[src/common/cpu_pkg.sv]
package cpu_pkg;

    typedef logic [31:0] word_t;
    typedef logic [3:0]  reg_idx_t;
    // zero, carry, negative, overflow from msb down
    typedef logic [3:0]  flags_t;

    typedef enum logic [3:0] {
        PASS = 4'h0,
        ADD  = 4'h1,
        SUB  = 4'h2,
        AND  = 4'h3,
        OR   = 4'h4,
        XOR  = 4'h5,
        SHL  = 4'h6,
        SHR  = 4'h7
    } alu_op_e;

    typedef enum logic [3:0] {
        NONE, EQ, NE, LTU, GTU, LEU, GEU, LTS, GTS, LES, GES
    } cond_e;

    // alu instructions use 8'hF? with the alu op in the low nibble
    typedef enum logic [7:0] {
        NOP  = 8'h00,
        LD   = 8'h01,
        LDR  = 8'h02,
        LDI  = 8'h03,
        ST   = 8'h04,
        STR  = 8'h05,
        PUSH = 8'h06,
        POP  = 8'h07,
        INT  = 8'h08
    } opcode_e;

    typedef enum logic {
        USER       = 1'b0,
        SUPERVISOR = 1'b1
    } mode_e;

    localparam reg_idx_t REG_SP     = 4'd13;
    localparam reg_idx_t REG_STATUS = 4'd14;
    localparam reg_idx_t REG_PC     = 4'd15;

    // vector slots, scaled to word addresses on the B bus
    localparam reg_idx_t HWINT_VEC  = 4'd1;
    localparam reg_idx_t SWINT_VEC  = 4'd2;
    localparam reg_idx_t EXCEPT_VEC = 4'd3;

    localparam word_t RESET_SP   = 32'h0000_1000;
    localparam word_t WORD_BYTES = 32'd4;

    localparam int F_Z = 3;
    localparam int F_C = 2;
    localparam int F_N = 1;
    localparam int F_V = 0;

    // instruction fields
    localparam int COND_HI   = 31;
    localparam int COND_LO   = 28;
    localparam int OPC_HI    = 27;
    localparam int OPC_LO    = 20;
    localparam int RA_HI     = 19;
    localparam int RA_LO     = 16;
    localparam int RB_HI     = 15;
    localparam int RB_LO     = 12;
    localparam int RC_HI     = 11;
    localparam int RC_LO     = 8;
    localparam int IMM_BIT   = 7;
    localparam int REV_BIT   = 6;
    localparam int LOADN_BIT = 5;
    localparam int SETST_BIT = 4;

    // LDI into the status register
    localparam int ST_MODE_BIT  = 0;
    localparam int ST_IMASK_BIT = 1;

endpackage

[src/logic/alu.sv]
`timescale 1ns/100ps

module alu (
    input  cpu_pkg::alu_op_e op,
    input  cpu_pkg::word_t   a,
    input  cpu_pkg::word_t   b,
    output cpu_pkg::word_t   result,
    output cpu_pkg::flags_t  flags_out
);
    import cpu_pkg::*;

    logic [32:0] wide;
    logic        carry;
    logic        ovf;

    always_comb begin
        wide  = '0;
        carry = 1'b0;
        ovf   = 1'b0;
        case (op)
            PASS: wide[31:0] = b;
            ADD: begin
                wide  = {1'b0, a} + {1'b0, b};
                carry = wide[32];
                ovf   = (a[31] == b[31]) && (wide[31] != a[31]);
            end
            SUB: begin
                wide  = {1'b0, a} - {1'b0, b};
                // carry set means no borrow
                carry = !wide[32];
                ovf   = (a[31] != b[31]) && (wide[31] != a[31]);
            end
            AND: wide[31:0] = a & b;
            OR:  wide[31:0] = a | b;
            XOR: wide[31:0] = a ^ b;
            SHL: begin
                wide  = {1'b0, a} << b[4:0];
                carry = wide[32];
            end
            SHR: begin
                wide[31:0] = a >> b[4:0];
                // last bit shifted out
                carry      = (b[4:0] != 5'd0) ? a[b[4:0] - 5'd1] : 1'b0;
            end
            default: wide[31:0] = b;
        endcase
        result         = wide[31:0];
        flags_out[F_Z] = (result == '0);
        flags_out[F_C] = carry;
        flags_out[F_N] = result[31];
        flags_out[F_V] = ovf;
    end

endmodule

[src/logic/reg_file.sv]
`timescale 1ns/100ps

module reg_file (
    input  logic              rst,
    input  logic              arst_n,
    input  cpu_pkg::reg_idx_t sel_a,
    input  cpu_pkg::reg_idx_t sel_b,
    input  cpu_pkg::reg_idx_t sel_in,
    input  cpu_pkg::word_t    wr_data,
    input  logic              ld,
    input  logic              post_inc_pc,
    input  logic              post_inc_sp,
    input  logic              pre_dec_sp,
    output cpu_pkg::word_t    rd_a,
    output cpu_pkg::word_t    rd_b
);
    import cpu_pkg::*;

    word_t gpr [16];
    word_t pc_q;
    word_t sp_q;

    function automatic word_t read_reg(input reg_idx_t idx);
        if (idx == REG_PC) begin
            return pc_q;
        end else if (idx == REG_SP) begin
            return sp_q;
        end
        return gpr[idx];
    endfunction

    // a load wins over the increments
    always_ff @(posedge rst or negedge arst_n) begin
        if (!arst_n) begin
            pc_q <= '0;
            sp_q <= RESET_SP;
        end else begin
            if (ld && sel_in == REG_PC) begin
                pc_q <= wr_data;
            end else if (post_inc_pc) begin
                pc_q <= pc_q + WORD_BYTES;
            end
            if (ld && sel_in == REG_SP) begin
                sp_q <= wr_data;
            end else if (post_inc_sp) begin
                sp_q <= sp_q + WORD_BYTES;
            end
        end
    end

    always_ff @(posedge rst) begin
        if (ld && sel_in != REG_PC && sel_in != REG_SP) begin
            gpr[sel_in] <= wr_data;
        end
    end

    assign rd_a = read_reg(sel_a);
    // push address
    assign rd_b = (pre_dec_sp && sel_b == REG_SP) ? sp_q - WORD_BYTES : read_reg(sel_b);

endmodule

[src/logic/status_reg.sv]
`timescale 1ns/100ps

module status_reg (
    input  logic            rst,
    input  logic            arst_n,
    input  logic            ld_flags,
    input  cpu_pkg::flags_t flags_in,
    input  logic            ld_imask,
    input  logic            imask_in,
    input  logic            ld_mode,
    input  cpu_pkg::mode_e  mode_in,
    output cpu_pkg::flags_t flags,
    output logic            imask,
    output cpu_pkg::mode_e  mode
);
    import cpu_pkg::*;

    // start in supervisor with interrupts enabled
    always_ff @(posedge rst or negedge arst_n) begin
        if (!arst_n) begin
            flags <= '0;
            imask <= 1'b1;
            mode  <= SUPERVISOR;
        end else begin
            if (ld_flags) begin
                flags <= flags_in;
            end
            if (ld_imask) begin
                imask <= imask_in;
            end
            if (ld_mode) begin
                mode <= mode_in;
            end
        end
    end

endmodule

[src/logic/operand_path.sv]
`timescale 1ns/100ps

module operand_path (
    input  cpu_pkg::word_t    ir,
    input  cpu_pkg::word_t    rd_a,
    input  cpu_pkg::word_t    rd_b,
    input  cpu_pkg::reg_idx_t sel_b_reg,
    input  logic              oe_a_reg,
    input  logic              oe_a_ir,
    input  logic              oe_a_consts,
    input  logic              oe_b_reg,
    input  logic              oe_b_ir,
    input  logic              oe_b_consts,
    input  logic              a_mask_16,
    input  logic              a_mask_8,
    input  logic              b_mask_16,
    input  logic              b_mask_8,
    output cpu_pkg::word_t    a_bus,
    output cpu_pkg::word_t    b_bus
);
    import cpu_pkg::*;

    word_t const_val;
    word_t a_raw;
    word_t b_raw;

    function automatic word_t apply_mask(input word_t v, input logic m16, input logic m8);
        if (m8) begin
            return {24'b0, v[7:0]};
        end else if (m16) begin
            return {16'b0, v[15:0]};
        end
        return v;
    endfunction

    // vector slots are one word apart
    assign const_val = {26'b0, sel_b_reg, 2'b00};

    assign a_raw = oe_a_reg ? rd_a : oe_a_ir ? ir : oe_a_consts ? const_val : '0;
    assign b_raw = oe_b_reg ? rd_b : oe_b_ir ? ir : oe_b_consts ? const_val : '0;

    assign a_bus = apply_mask(a_raw, a_mask_16, a_mask_8);
    assign b_bus = apply_mask(b_raw, b_mask_16, b_mask_8);

endmodule

[src/logic/bus_master.sv]
`timescale 1ns/100ps

module bus_master (
    input  logic           rst,
    input  logic           arst_n,
    input  logic           mem_rd,
    input  logic           mem_wr,
    input  cpu_pkg::word_t addr,
    input  cpu_pkg::word_t wdata,
    input  logic           wb_ack,
    input  cpu_pkg::word_t wb_dat_r,
    output logic           wb_cyc,
    output logic           wb_stb,
    output logic           wb_we,
    output cpu_pkg::word_t wb_adr,
    output cpu_pkg::word_t wb_dat_w,
    output cpu_pkg::word_t rdata,
    output logic           done
);
    import cpu_pkg::*;

    typedef enum logic {
        BM_IDLE,
        BM_ACTIVE
    } bm_state_e;

    bm_state_e state_q;

    // one idle cycle after ack lets the cu leave its state
    always_ff @(posedge rst or negedge arst_n) begin
        if (!arst_n) begin
            state_q <= BM_IDLE;
        end else if (state_q == BM_IDLE) begin
            if (mem_rd || mem_wr) begin
                state_q <= BM_ACTIVE;
            end
        end else if (wb_ack) begin
            state_q <= BM_IDLE;
        end
    end

    always_ff @(posedge rst) begin
        if (state_q == BM_IDLE) begin
            wb_adr   <= addr;
            wb_dat_w <= wdata;
            wb_we    <= mem_wr;
        end
    end

    assign wb_cyc = (state_q == BM_ACTIVE);
    assign wb_stb = (state_q == BM_ACTIVE);
    assign done   = (state_q == BM_ACTIVE) && wb_ack;
    assign rdata  = wb_dat_r;

endmodule

[src/control/cu.sv]
`timescale 1ns/100ps

module cu (
    input  logic              rst,
    input  logic              arst_n,
    input  logic              start,
    input  logic              hwint,
    input  cpu_pkg::word_t    ir,
    input  cpu_pkg::flags_t   flags,
    input  logic              imask,
    input  cpu_pkg::mode_e    mode,
    input  logic              done,
    output cpu_pkg::word_t    ir_q,
    output logic              mem_rd,
    output logic              mem_wr,
    output cpu_pkg::alu_op_e  alu_op,
    output logic              oe_alu,
    output cpu_pkg::reg_idx_t sel_a_reg,
    output cpu_pkg::reg_idx_t sel_b_reg,
    output cpu_pkg::reg_idx_t sel_in_reg,
    output logic              oe_a_reg,
    output logic              oe_b_reg,
    output logic              oe_a_ir,
    output logic              oe_b_ir,
    output logic              oe_a_consts,
    output logic              oe_b_consts,
    output logic              a_mask_16,
    output logic              a_mask_8,
    output logic              b_mask_16,
    output logic              b_mask_8,
    output logic              ld_reg,
    output logic              ld_ir,
    output logic              post_inc_pc,
    output logic              post_inc_sp,
    output logic              pre_dec_sp,
    output logic              ld_alu_status,
    output logic              ld_imask,
    output logic              imask_in,
    output logic              ld_mode,
    output cpu_pkg::mode_e    mode_in
);
    import cpu_pkg::*;

    typedef enum logic [4:0] {
        S_STOP, S_FETCH, S_DECODE,
        S_LD, S_LDR, S_LDI, S_ST, S_STR, S_PUSH, S_POP, S_ALU,
        S_HWINT1, S_HWINT2, S_SWINT1, S_SWINT2, S_EXCEPT1, S_EXCEPT2
    } state_e;

    state_e   state_q;
    state_e   state_d;
    reg_idx_t ra;
    reg_idx_t rb;
    reg_idx_t rc;
    logic     irq;
    logic     locked;
    logic     loadn;
    logic     alu_bad;

    assign ra      = ir_q[RA_HI:RA_LO];
    assign rb      = ir_q[RB_HI:RB_LO];
    assign rc      = ir_q[RC_HI:RC_LO];
    assign loadn   = ir_q[LOADN_BIT];
    assign irq     = hwint & imask;
    // status writes need supervisor mode
    assign locked  = (ra == REG_STATUS) && (mode != SUPERVISOR);
    assign alu_bad = ir_q[OPC_LO +: 4] > SHR;

    function automatic logic cond_ok(input cond_e c, input flags_t f);
        logic z;
        logic cy;
        logic sv;
        z  = f[F_Z];
        cy = f[F_C];
        sv = f[F_N] ^ f[F_V];
        case (c)
            EQ:      return z;
            NE:      return !z;
            LTU:     return !cy;
            GTU:     return cy && !z;
            LEU:     return !cy || z;
            GEU:     return cy;
            LTS:     return sv;
            GTS:     return !z && !sv;
            LES:     return z || sv;
            GES:     return !sv;
            default: return 1'b1;
        endcase
    endfunction

    always_ff @(posedge rst or negedge arst_n) begin
        if (!arst_n) begin
            state_q <= S_STOP;
        end else begin
            state_q <= state_d;
        end
    end

    always_ff @(posedge rst) begin
        if (ld_ir) begin
            ir_q <= ir;
        end
    end

    always_comb begin
        state_d = state_q;
        case (state_q)
            S_STOP:    if (start) state_d = S_FETCH;
            S_FETCH:   if (done) state_d = irq ? S_HWINT1 : S_DECODE;
            S_DECODE: begin
                if (!cond_ok(cond_e'(ir_q[COND_HI:COND_LO]), flags)) begin
                    state_d = S_FETCH;
                end else begin
                    casez (opcode_e'(ir_q[OPC_HI:OPC_LO]))
                        NOP:  state_d = S_FETCH;
                        LD:   state_d = locked ? S_EXCEPT1 : S_LD;
                        LDR:  state_d = locked ? S_EXCEPT1 : S_LDR;
                        LDI:  state_d = locked ? S_EXCEPT1 : S_LDI;
                        ST:   state_d = S_ST;
                        STR:  state_d = S_STR;
                        PUSH: state_d = S_PUSH;
                        POP:  state_d = locked ? S_EXCEPT1 : S_POP;
                        INT:  state_d = S_SWINT1;
                        8'b1111_????: begin
                            if (alu_bad || (locked && !loadn)) begin
                                state_d = S_EXCEPT1;
                            end else begin
                                state_d = S_ALU;
                            end
                        end
                        default: state_d = S_EXCEPT1;
                    endcase
                end
            end
            S_LD, S_LDR, S_ST, S_STR, S_PUSH, S_POP: if (done) state_d = S_FETCH;
            S_HWINT1:  if (done) state_d = S_HWINT2;
            S_SWINT1:  if (done) state_d = S_SWINT2;
            S_EXCEPT1: if (done) state_d = S_EXCEPT2;
            default:   state_d = S_FETCH;
        endcase
    end

    always_comb begin
        mem_rd        = 1'b0;
        mem_wr        = 1'b0;
        alu_op        = PASS;
        oe_alu        = 1'b0;
        sel_a_reg     = '0;
        sel_b_reg     = '0;
        sel_in_reg    = '0;
        oe_a_reg      = 1'b0;
        oe_b_reg      = 1'b0;
        oe_a_ir       = 1'b0;
        oe_b_ir       = 1'b0;
        oe_a_consts   = 1'b0;
        oe_b_consts   = 1'b0;
        a_mask_16     = 1'b0;
        a_mask_8      = 1'b0;
        b_mask_16     = 1'b0;
        b_mask_8      = 1'b0;
        ld_reg        = 1'b0;
        ld_ir         = 1'b0;
        post_inc_pc   = 1'b0;
        post_inc_sp   = 1'b0;
        pre_dec_sp    = 1'b0;
        ld_alu_status = 1'b0;
        ld_imask      = 1'b0;
        imask_in      = 1'b0;
        ld_mode       = 1'b0;
        mode_in       = USER;

        case (state_q)
            // ir <- *(pc++), dropped when an interrupt is taken
            S_FETCH: begin
                sel_b_reg   = REG_PC;
                oe_b_reg    = 1'b1;
                mem_rd      = 1'b1;
                ld_ir       = !irq;
                post_inc_pc = !irq;
            end
            S_LD: begin
                oe_b_ir    = 1'b1;
                b_mask_16  = 1'b1;
                mem_rd     = 1'b1;
                sel_in_reg = ra;
                ld_reg     = 1'b1;
            end
            S_LDR: begin
                sel_b_reg  = rb;
                oe_b_reg   = 1'b1;
                mem_rd     = 1'b1;
                sel_in_reg = ra;
                ld_reg     = 1'b1;
            end
            S_LDI: begin
                oe_b_ir    = 1'b1;
                b_mask_16  = 1'b1;
                oe_alu     = 1'b1;
                sel_in_reg = ra;
                ld_reg     = 1'b1;
                // supervisor can set mode and imask this way
                if (ra == REG_STATUS) begin
                    ld_mode  = 1'b1;
                    mode_in  = mode_e'(ir_q[ST_MODE_BIT]);
                    ld_imask = 1'b1;
                    imask_in = ir_q[ST_IMASK_BIT];
                end
            end
            S_ST, S_STR: begin
                sel_a_reg = ra;
                oe_a_reg  = 1'b1;
                sel_b_reg = rb;
                oe_b_reg  = (state_q == S_STR);
                oe_b_ir   = (state_q == S_ST);
                b_mask_16 = (state_q == S_ST);
                mem_wr    = 1'b1;
            end
            // *(--sp) <- reg, new sp written back through the alu
            S_PUSH, S_HWINT1, S_SWINT1, S_EXCEPT1: begin
                sel_a_reg  = (state_q == S_PUSH) ? ra : REG_PC;
                oe_a_reg   = 1'b1;
                sel_b_reg  = REG_SP;
                oe_b_reg   = 1'b1;
                pre_dec_sp = 1'b1;
                mem_wr     = 1'b1;
                oe_alu     = 1'b1;
                sel_in_reg = REG_SP;
                ld_reg     = 1'b1;
            end
            S_POP: begin
                sel_b_reg   = REG_SP;
                oe_b_reg    = 1'b1;
                mem_rd      = 1'b1;
                sel_in_reg  = ra;
                ld_reg      = 1'b1;
                post_inc_sp = 1'b1;
            end
            S_ALU: begin
                if (ir_q[IMM_BIT]) begin
                    if (ir_q[REV_BIT]) begin
                        oe_a_ir   = 1'b1;
                        a_mask_8  = 1'b1;
                        sel_b_reg = rb;
                        oe_b_reg  = 1'b1;
                    end else begin
                        sel_a_reg = rb;
                        oe_a_reg  = 1'b1;
                        oe_b_ir   = 1'b1;
                        b_mask_8  = 1'b1;
                    end
                end else begin
                    sel_a_reg = ir_q[REV_BIT] ? rc : rb;
                    sel_b_reg = ir_q[REV_BIT] ? rb : rc;
                    oe_a_reg  = 1'b1;
                    oe_b_reg  = 1'b1;
                end
                alu_op        = alu_op_e'(ir_q[OPC_LO +: 4]);
                oe_alu        = !loadn;
                sel_in_reg    = ra;
                ld_reg        = !loadn;
                ld_alu_status = ir_q[SETST_BIT];
            end
            // pc <- vector, always entered in supervisor mode
            S_HWINT2, S_SWINT2, S_EXCEPT2: begin
                if (state_q == S_HWINT2) begin
                    sel_b_reg = HWINT_VEC;
                end else if (state_q == S_SWINT2) begin
                    sel_b_reg = SWINT_VEC;
                end else begin
                    sel_b_reg = EXCEPT_VEC;
                end
                oe_b_consts = 1'b1;
                oe_alu      = 1'b1;
                sel_in_reg  = REG_PC;
                ld_reg      = 1'b1;
                ld_imask    = (state_q != S_EXCEPT2);
                ld_mode     = 1'b1;
                mode_in     = SUPERVISOR;
            end
            default: ;
        endcase

        // hold all updates while the bus cycle is pending
        if (mem_rd || mem_wr) begin
            ld_reg        = ld_reg & done;
            ld_ir         = ld_ir & done;
            post_inc_pc   = post_inc_pc & done;
            post_inc_sp   = post_inc_sp & done;
            ld_alu_status = ld_alu_status & done;
            ld_imask      = ld_imask & done;
            ld_mode       = ld_mode & done;
        end
    end

endmodule

[src/logic/cpu_top.sv]
`timescale 1ns/100ps

module cpu_top (
    input  logic           rst,
    input  logic           arst_n,
    input  logic           start,
    input  logic           hwint,
    input  logic           wb_ack,
    input  cpu_pkg::word_t wb_dat_r,
    output logic           wb_cyc,
    output logic           wb_stb,
    output logic           wb_we,
    output cpu_pkg::word_t wb_adr,
    output cpu_pkg::word_t wb_dat_w
);
    import cpu_pkg::*;

    word_t    ir_q;
    word_t    rd_a;
    word_t    rd_b;
    word_t    a_bus;
    word_t    b_bus;
    word_t    alu_result;
    word_t    mem_data;
    word_t    wr_data;
    flags_t   flags;
    flags_t   alu_flags;
    mode_e    mode;
    mode_e    mode_in;
    alu_op_e  alu_op;
    reg_idx_t sel_a_reg;
    reg_idx_t sel_b_reg;
    reg_idx_t sel_in_reg;
    logic     imask;
    logic     imask_in;
    logic     done;
    logic     mem_rd;
    logic     mem_wr;
    logic     oe_alu;
    logic     oe_a_reg;
    logic     oe_b_reg;
    logic     oe_a_ir;
    logic     oe_b_ir;
    logic     oe_a_consts;
    logic     oe_b_consts;
    logic     a_mask_16;
    logic     a_mask_8;
    logic     b_mask_16;
    logic     b_mask_8;
    logic     ld_reg;
    logic     post_inc_pc;
    logic     post_inc_sp;
    logic     pre_dec_sp;
    logic     ld_alu_status;
    logic     ld_imask;
    logic     ld_mode;

    // write-back source
    assign wr_data = mem_rd ? mem_data : (oe_alu ? alu_result : '0);

    cu u_cu (
        .rst(rst), .arst_n(arst_n), .start(start), .hwint(hwint),
        .ir(mem_data), .flags(flags), .imask(imask), .mode(mode), .done(done),
        .ir_q(ir_q), .mem_rd(mem_rd), .mem_wr(mem_wr), .alu_op(alu_op), .oe_alu(oe_alu),
        .sel_a_reg(sel_a_reg), .sel_b_reg(sel_b_reg), .sel_in_reg(sel_in_reg),
        .oe_a_reg(oe_a_reg), .oe_b_reg(oe_b_reg), .oe_a_ir(oe_a_ir), .oe_b_ir(oe_b_ir),
        .oe_a_consts(oe_a_consts), .oe_b_consts(oe_b_consts),
        .a_mask_16(a_mask_16), .a_mask_8(a_mask_8),
        .b_mask_16(b_mask_16), .b_mask_8(b_mask_8),
        .ld_reg(ld_reg), .ld_ir(),
        .post_inc_pc(post_inc_pc), .post_inc_sp(post_inc_sp), .pre_dec_sp(pre_dec_sp),
        .ld_alu_status(ld_alu_status), .ld_imask(ld_imask), .imask_in(imask_in),
        .ld_mode(ld_mode), .mode_in(mode_in)
    );

    reg_file u_reg_file (
        .rst(rst), .arst_n(arst_n),
        .sel_a(sel_a_reg), .sel_b(sel_b_reg), .sel_in(sel_in_reg),
        .wr_data(wr_data), .ld(ld_reg),
        .post_inc_pc(post_inc_pc), .post_inc_sp(post_inc_sp), .pre_dec_sp(pre_dec_sp),
        .rd_a(rd_a), .rd_b(rd_b)
    );

    status_reg u_status_reg (
        .rst(rst), .arst_n(arst_n),
        .ld_flags(ld_alu_status), .flags_in(alu_flags),
        .ld_imask(ld_imask), .imask_in(imask_in),
        .ld_mode(ld_mode), .mode_in(mode_in),
        .flags(flags), .imask(imask), .mode(mode)
    );

    alu u_alu (
        .op(alu_op), .a(a_bus), .b(b_bus),
        .result(alu_result), .flags_out(alu_flags)
    );

    operand_path u_operand_path (
        .ir(ir_q), .rd_a(rd_a), .rd_b(rd_b), .sel_b_reg(sel_b_reg),
        .oe_a_reg(oe_a_reg), .oe_a_ir(oe_a_ir), .oe_a_consts(oe_a_consts),
        .oe_b_reg(oe_b_reg), .oe_b_ir(oe_b_ir), .oe_b_consts(oe_b_consts),
        .a_mask_16(a_mask_16), .a_mask_8(a_mask_8),
        .b_mask_16(b_mask_16), .b_mask_8(b_mask_8),
        .a_bus(a_bus), .b_bus(b_bus)
    );

    bus_master u_bus_master (
        .rst(rst), .arst_n(arst_n), .mem_rd(mem_rd), .mem_wr(mem_wr),
        .addr(b_bus), .wdata(a_bus), .wb_ack(wb_ack), .wb_dat_r(wb_dat_r),
        .wb_cyc(wb_cyc), .wb_stb(wb_stb), .wb_we(wb_we),
        .wb_adr(wb_adr), .wb_dat_w(wb_dat_w), .rdata(mem_data), .done(done)
    );

endmodule

[config.mk]
export PLATFORM = sky130hd
export DESIGN_NAME = cpu_top
export DESIGN_NICKNAME = d
export VERILOG_FILES = /design/src/common/cpu_pkg.sv /design/src/logic/alu.sv /design/src/logic/reg_file.sv /design/src/logic/status_reg.sv /design/src/logic/operand_path.sv /design/src/logic/bus_master.sv /design/src/control/cu.sv /design/src/logic/cpu_top.sv
export SDC_FILE = /design/constraint.sdc
export NUM_CORES = 2
export LEC_CHECK = 0
export BUFFER_PORTS_ARGS = -buffer_cell sky130_fd_sc_hd__buf_4
export CAP_MARGIN = 15
export CORE_MARGIN = 4
export CORE_UTILIZATION = 30
export DETAILED_ROUTE_END_ITERATION = 8
export GPL_ROUTABILITY_DRIVEN = 0
export PLACE_DENSITY = 0.48
export SLEW_MARGIN = 5
export SYNTH_ARGS = -nofsm -noshare
export SYNTH_HDL_FRONTEND = slang
export SYNTH_HIERARCHICAL = 1
export SYNTH_SLANG_ARGS = --single-unit
[constraint.sdc]
create_clock -name rst -period 11 [get_ports rst]
set_input_delay 1.1 -clock rst [delete_from_list [all_inputs] [get_ports rst]]
set_output_delay 1.1 -clock rst [all_outputs]
set_load 0.01 [all_outputs]
==> metrics.md <==
| Metric | Value |
|---|---|
| Status | `finished, final reports clean` |
| Clock slew at reported path FFs | `0.06 ns` |
| Yosys cell types | `119` |
| Syn-to-layout area delta | `11.9%` |
| Layout cells sized above 1 | `21.1%` |
| Vias per cell | `6.14` |
| Worst path bufs/invs | `2` |
| Vias in the first global route | `33900` |
| Final WL | `180 mm` |
| Syn Inst Count | `3847` |
| Setup violators final | `0` |
| DRC | `0` |
| Avg WL per Cell | `31.2 microns` |
| Total GRT Usage | `23.6%` |
| Crit-path max cell delay | `0.87 ns` |
| Reg2reg path depth | `23` |
| Max-capacitance violation count | `0` |
| Synth area leaders | `edfxtp_1, mux4_2, dfrtp_1, a21oi_1, ha_1` |
| Cts bufs inserted | `75` |
| Worst path cell trace | `nand2b_1, or3_1, nor2_1, a221o_4, inv_1, nor2_1, a222oi_1, a22oi_1, nand2_1, a21oi_1, inv_1, ha_1, nor4_1, nand2_1, o31ai_1, a211oi_1, o21a_1, o211a_1, mux2_2, o22ai_1, a22o_1, nor2_1, a21oi_1` |
| Clock tree buffer depth | `3` |
| Post-synthesis cell area | `42800 sq um` |
| Initial antenna violation count | `9` |
| Cts hold-fix bufs | `0` |
| Final number of max-transition violations | `0` |
| Initial DRT Pass Iterations | `8` |
| Async SR Flop Fraction | `12.2%` |
| Setup tns final | `0 ns` |
| Yosys top cell area share | `38.2%` |
| Average size of a mapped cell | `11.1 sq um` |
| Total Nets Final | `3959` |
| Final core utilization | `33.8%` |
| Unrepaired setup endpoints after global routing | `false` |
| Commonest non-fill, non-tap cell in the layout | `edfxtp_1` |
| Clock skew | `0.0569 ns` |
| GRT overflow | `0` |
| Worst relative slew slack | `16.6%` |
| CTS resizes | `0` |
| Synth warn | `6` |
| Post-route clock period utilization | `87.5%` |
| Area leader, netlist | `edfxtp_1` |
| 1st-iter DRT viols | `4271` |
| Worst slew pin tran | `1.24 ns` |
| WP depth | `23` |
| Crit Path Max Fanout | `26` |
| HP Class | `input port to async pin` |
| Crit. End Element | `register` |
| TritonCTS clock tree | `built` |
| Setup crit start kind | `register` |
| Core ar. | `142000 sq um` |
| Top delay family on crit path | `compound AO/OA/AOI/OAI gates` |
| I/O pin count | `104` |
| Ys flop type | `edfxtp_1` |
| Die X | `386 microns` |
| First-pass GRT wire length | `255 mm` |
| Clock latency on the worst-skew pair | `0.70 ns` |
| Hpwl dp | `128 mm` |
| Starting Density | `30.2%` |
| Most frequent cells in the layout | `edfxtp_1, a21oi_1, nor2_1` |
| DR vias | `35400` |
| Post CTS Setup Buffer Count | `0` |
| Arrival time at the worst endpoint | `10.24 ns` |
| Largest net degree at the start of global routing | `63` |
| Max Clk Rate | `0.104 GHz` |
| Final Hold Fails | `0` |
| Grt met1 use | `31.7%` |
| Clk sink count | `621` |
| # rows | `138` |
| Die Ht | `386 microns` |
| Most frequent cell on the critical path | `nor2_1` |
| Number of synthesized register bits | `621` |
| M2 GR Usage | `37.3%` |
| CTS root buf | `clkbuf_16` |
| Antenna Violating Nets Remaining | `0` |
| Critical-path top delay cell | `dfrtp_1` |
| Port Buffers | `103` |
| Post-synth EDFFs | `545` |
| Share of the yosys chip area belonging to registers | `42.7%` |
| Period minus WS final | `9.62 ns` |
| Met3 Track Usage GR | `4.84%` |
| Die footprint | `149000 sq um` |
| GRT busiest layer | `met2` |
| Crit Path Class | `register to register` |
| H-tree lvl count | `3` |
| Critical Path RT | `11.62 ns` |
-- routing by layer --
layer  wire, microns  vias to the layer above  part of all wire [%]
met5              64                        -                 0.036
met2           81900                     2092                    45
li1                -                    14800                     -
met3           17100                      415                   9.5
met1           73000                    18100                    41
met4            8040                       10                   4.5
-- final cells by class --
| cell class | instances | area [sq um] |
|---|---|---|
| Fill cell | 14200 | 93700 |
| Multi-Input combinational cell | 2745 | 22500 |
| Inverter | 129 | 485 |
| Timing Repair Buffer | 239 | 1860 |
| Sequential cell | 621 | 18300 |
| Tap cell | 1890 | 2360 |
| Clock inverter | 44 | 468 |
| Clock buffer | 93 | 1950 |
| Antenna cell | 3 | 7.51 |
-- worst paths after layout --
check | from | end | slack, ns
hold reg to reg | u_status_reg/flags[1]$_DFFE_PN0P_ | u_status_reg/flags[1]$_DFFE_PN0P_ | 0.53
min in group rst | u_status_reg/flags[1]$_DFFE_PN0P_ | u_status_reg/flags[1]$_DFFE_PN0P_ | 0.53
setup reg to reg | u_cu/state_q[1]$_DFFE_PN0P_ | u_reg_file/pc_q[28]$_DFFE_PN0N_ | 1.38
hold / removal | arst_n | u_reg_file/pc_q[31]$_DFFE_PN0N_ | 0.36
setup / recovery | u_cu/state_q[1]$_DFFE_PN0P_ | u_reg_file/pc_q[28]$_DFFE_PN0N_ | 1.38
max in group asynchronous | arst_n | u_reg_file/pc_q[13]$_DFFE_PN0N_ | 9.42
-- Yosys cell counts (14+ instances only) --
cell type  count
o22ai_1       67
a22o_1        41
buf_6         16
buf_2         92
xor2_1        23
o221ai_1      20
dfrtp_1       73
ha_1         109
a21oi_1      306
nor3_1        90
and3_1        25
nand4_1       32
a22oi_1       26
clkbuf_1     154
o211ai_1      31
and2_1        19
buf_4         54
nand2b_1      35
o21ai_0      163
nor4_1        38
a21o_1        16
mux2_2        84
a21oi_2       20
o21a_1        16
nor2_1       307
a211oi_1      37
o21bai_1      14
o221a_2       18
or2_2         20
inv_1        122
o31ai_1       17
nand3b_1      64
buf_1         27
a221oi_1      17
nand2_1      247
o32ai_1       14
a31oi_1       37
xnor2_1       82
mux2i_1      135
edfxtp_1     545
nand3_1       66
mux4_2       236
nor2b_1       45
-- metrics by stage --
stage	cells	setup slack [ns]	area [sq um]	hold WS (ns)
detailed placement	5624	1.65	45500	0.519
finish	5764	1.38	47900	0.361
global placement	5624	1.79	45500	0.514
global route	5762	0.982	47900	0.360
CTS	5761	1.57	47900	0.334
floorplan	3848	2.99	42800	0.491
-- sequential cells by signal, indices dropped and copies added (netlist names) --
| signal | cells |
|---|---|
| u_cu/ir_q | 32 |
| u_bus_master/wb_adr | 32 |
| u_bus_master/wb_dat_w | 32 |
| u_status_reg/imask | 1 |
| u_bus_master/wb_we | 1 |
| u_status_reg/mode | 1 |
| u_reg_file/pc_q | 32 |
| u_reg_file/sp_q | 32 |
| u_bus_master/wb_cyc | 1 |
| u_cu/state_q | 5 |
| u_reg_file/gpr | 448 |
| u_status_reg/flags | 4 |
-- logic make-up (layout without fill, tap and decap cells) --
logic type               after synthesis  in the layout  share of synthesized area (%)
flip-flops                           621            621                           42.7
AND/OR/NAND/NOR                     1060           1060                           12.5
XOR/XNOR                             105            105                           2.15
other                                  1              5                        0.00876
AO/OA/AOI/OAI                       1005           1005                           15.7
adder cells (fa/ha/maj)              111            111                           3.28
multiplexers                         462            462                           18.2
buffers and inverters                482            505                           5.48
Power is left out: the tool's default activity adds up to more than one toggle a clock period on the data nets, which glitch-free logic cannot reach.
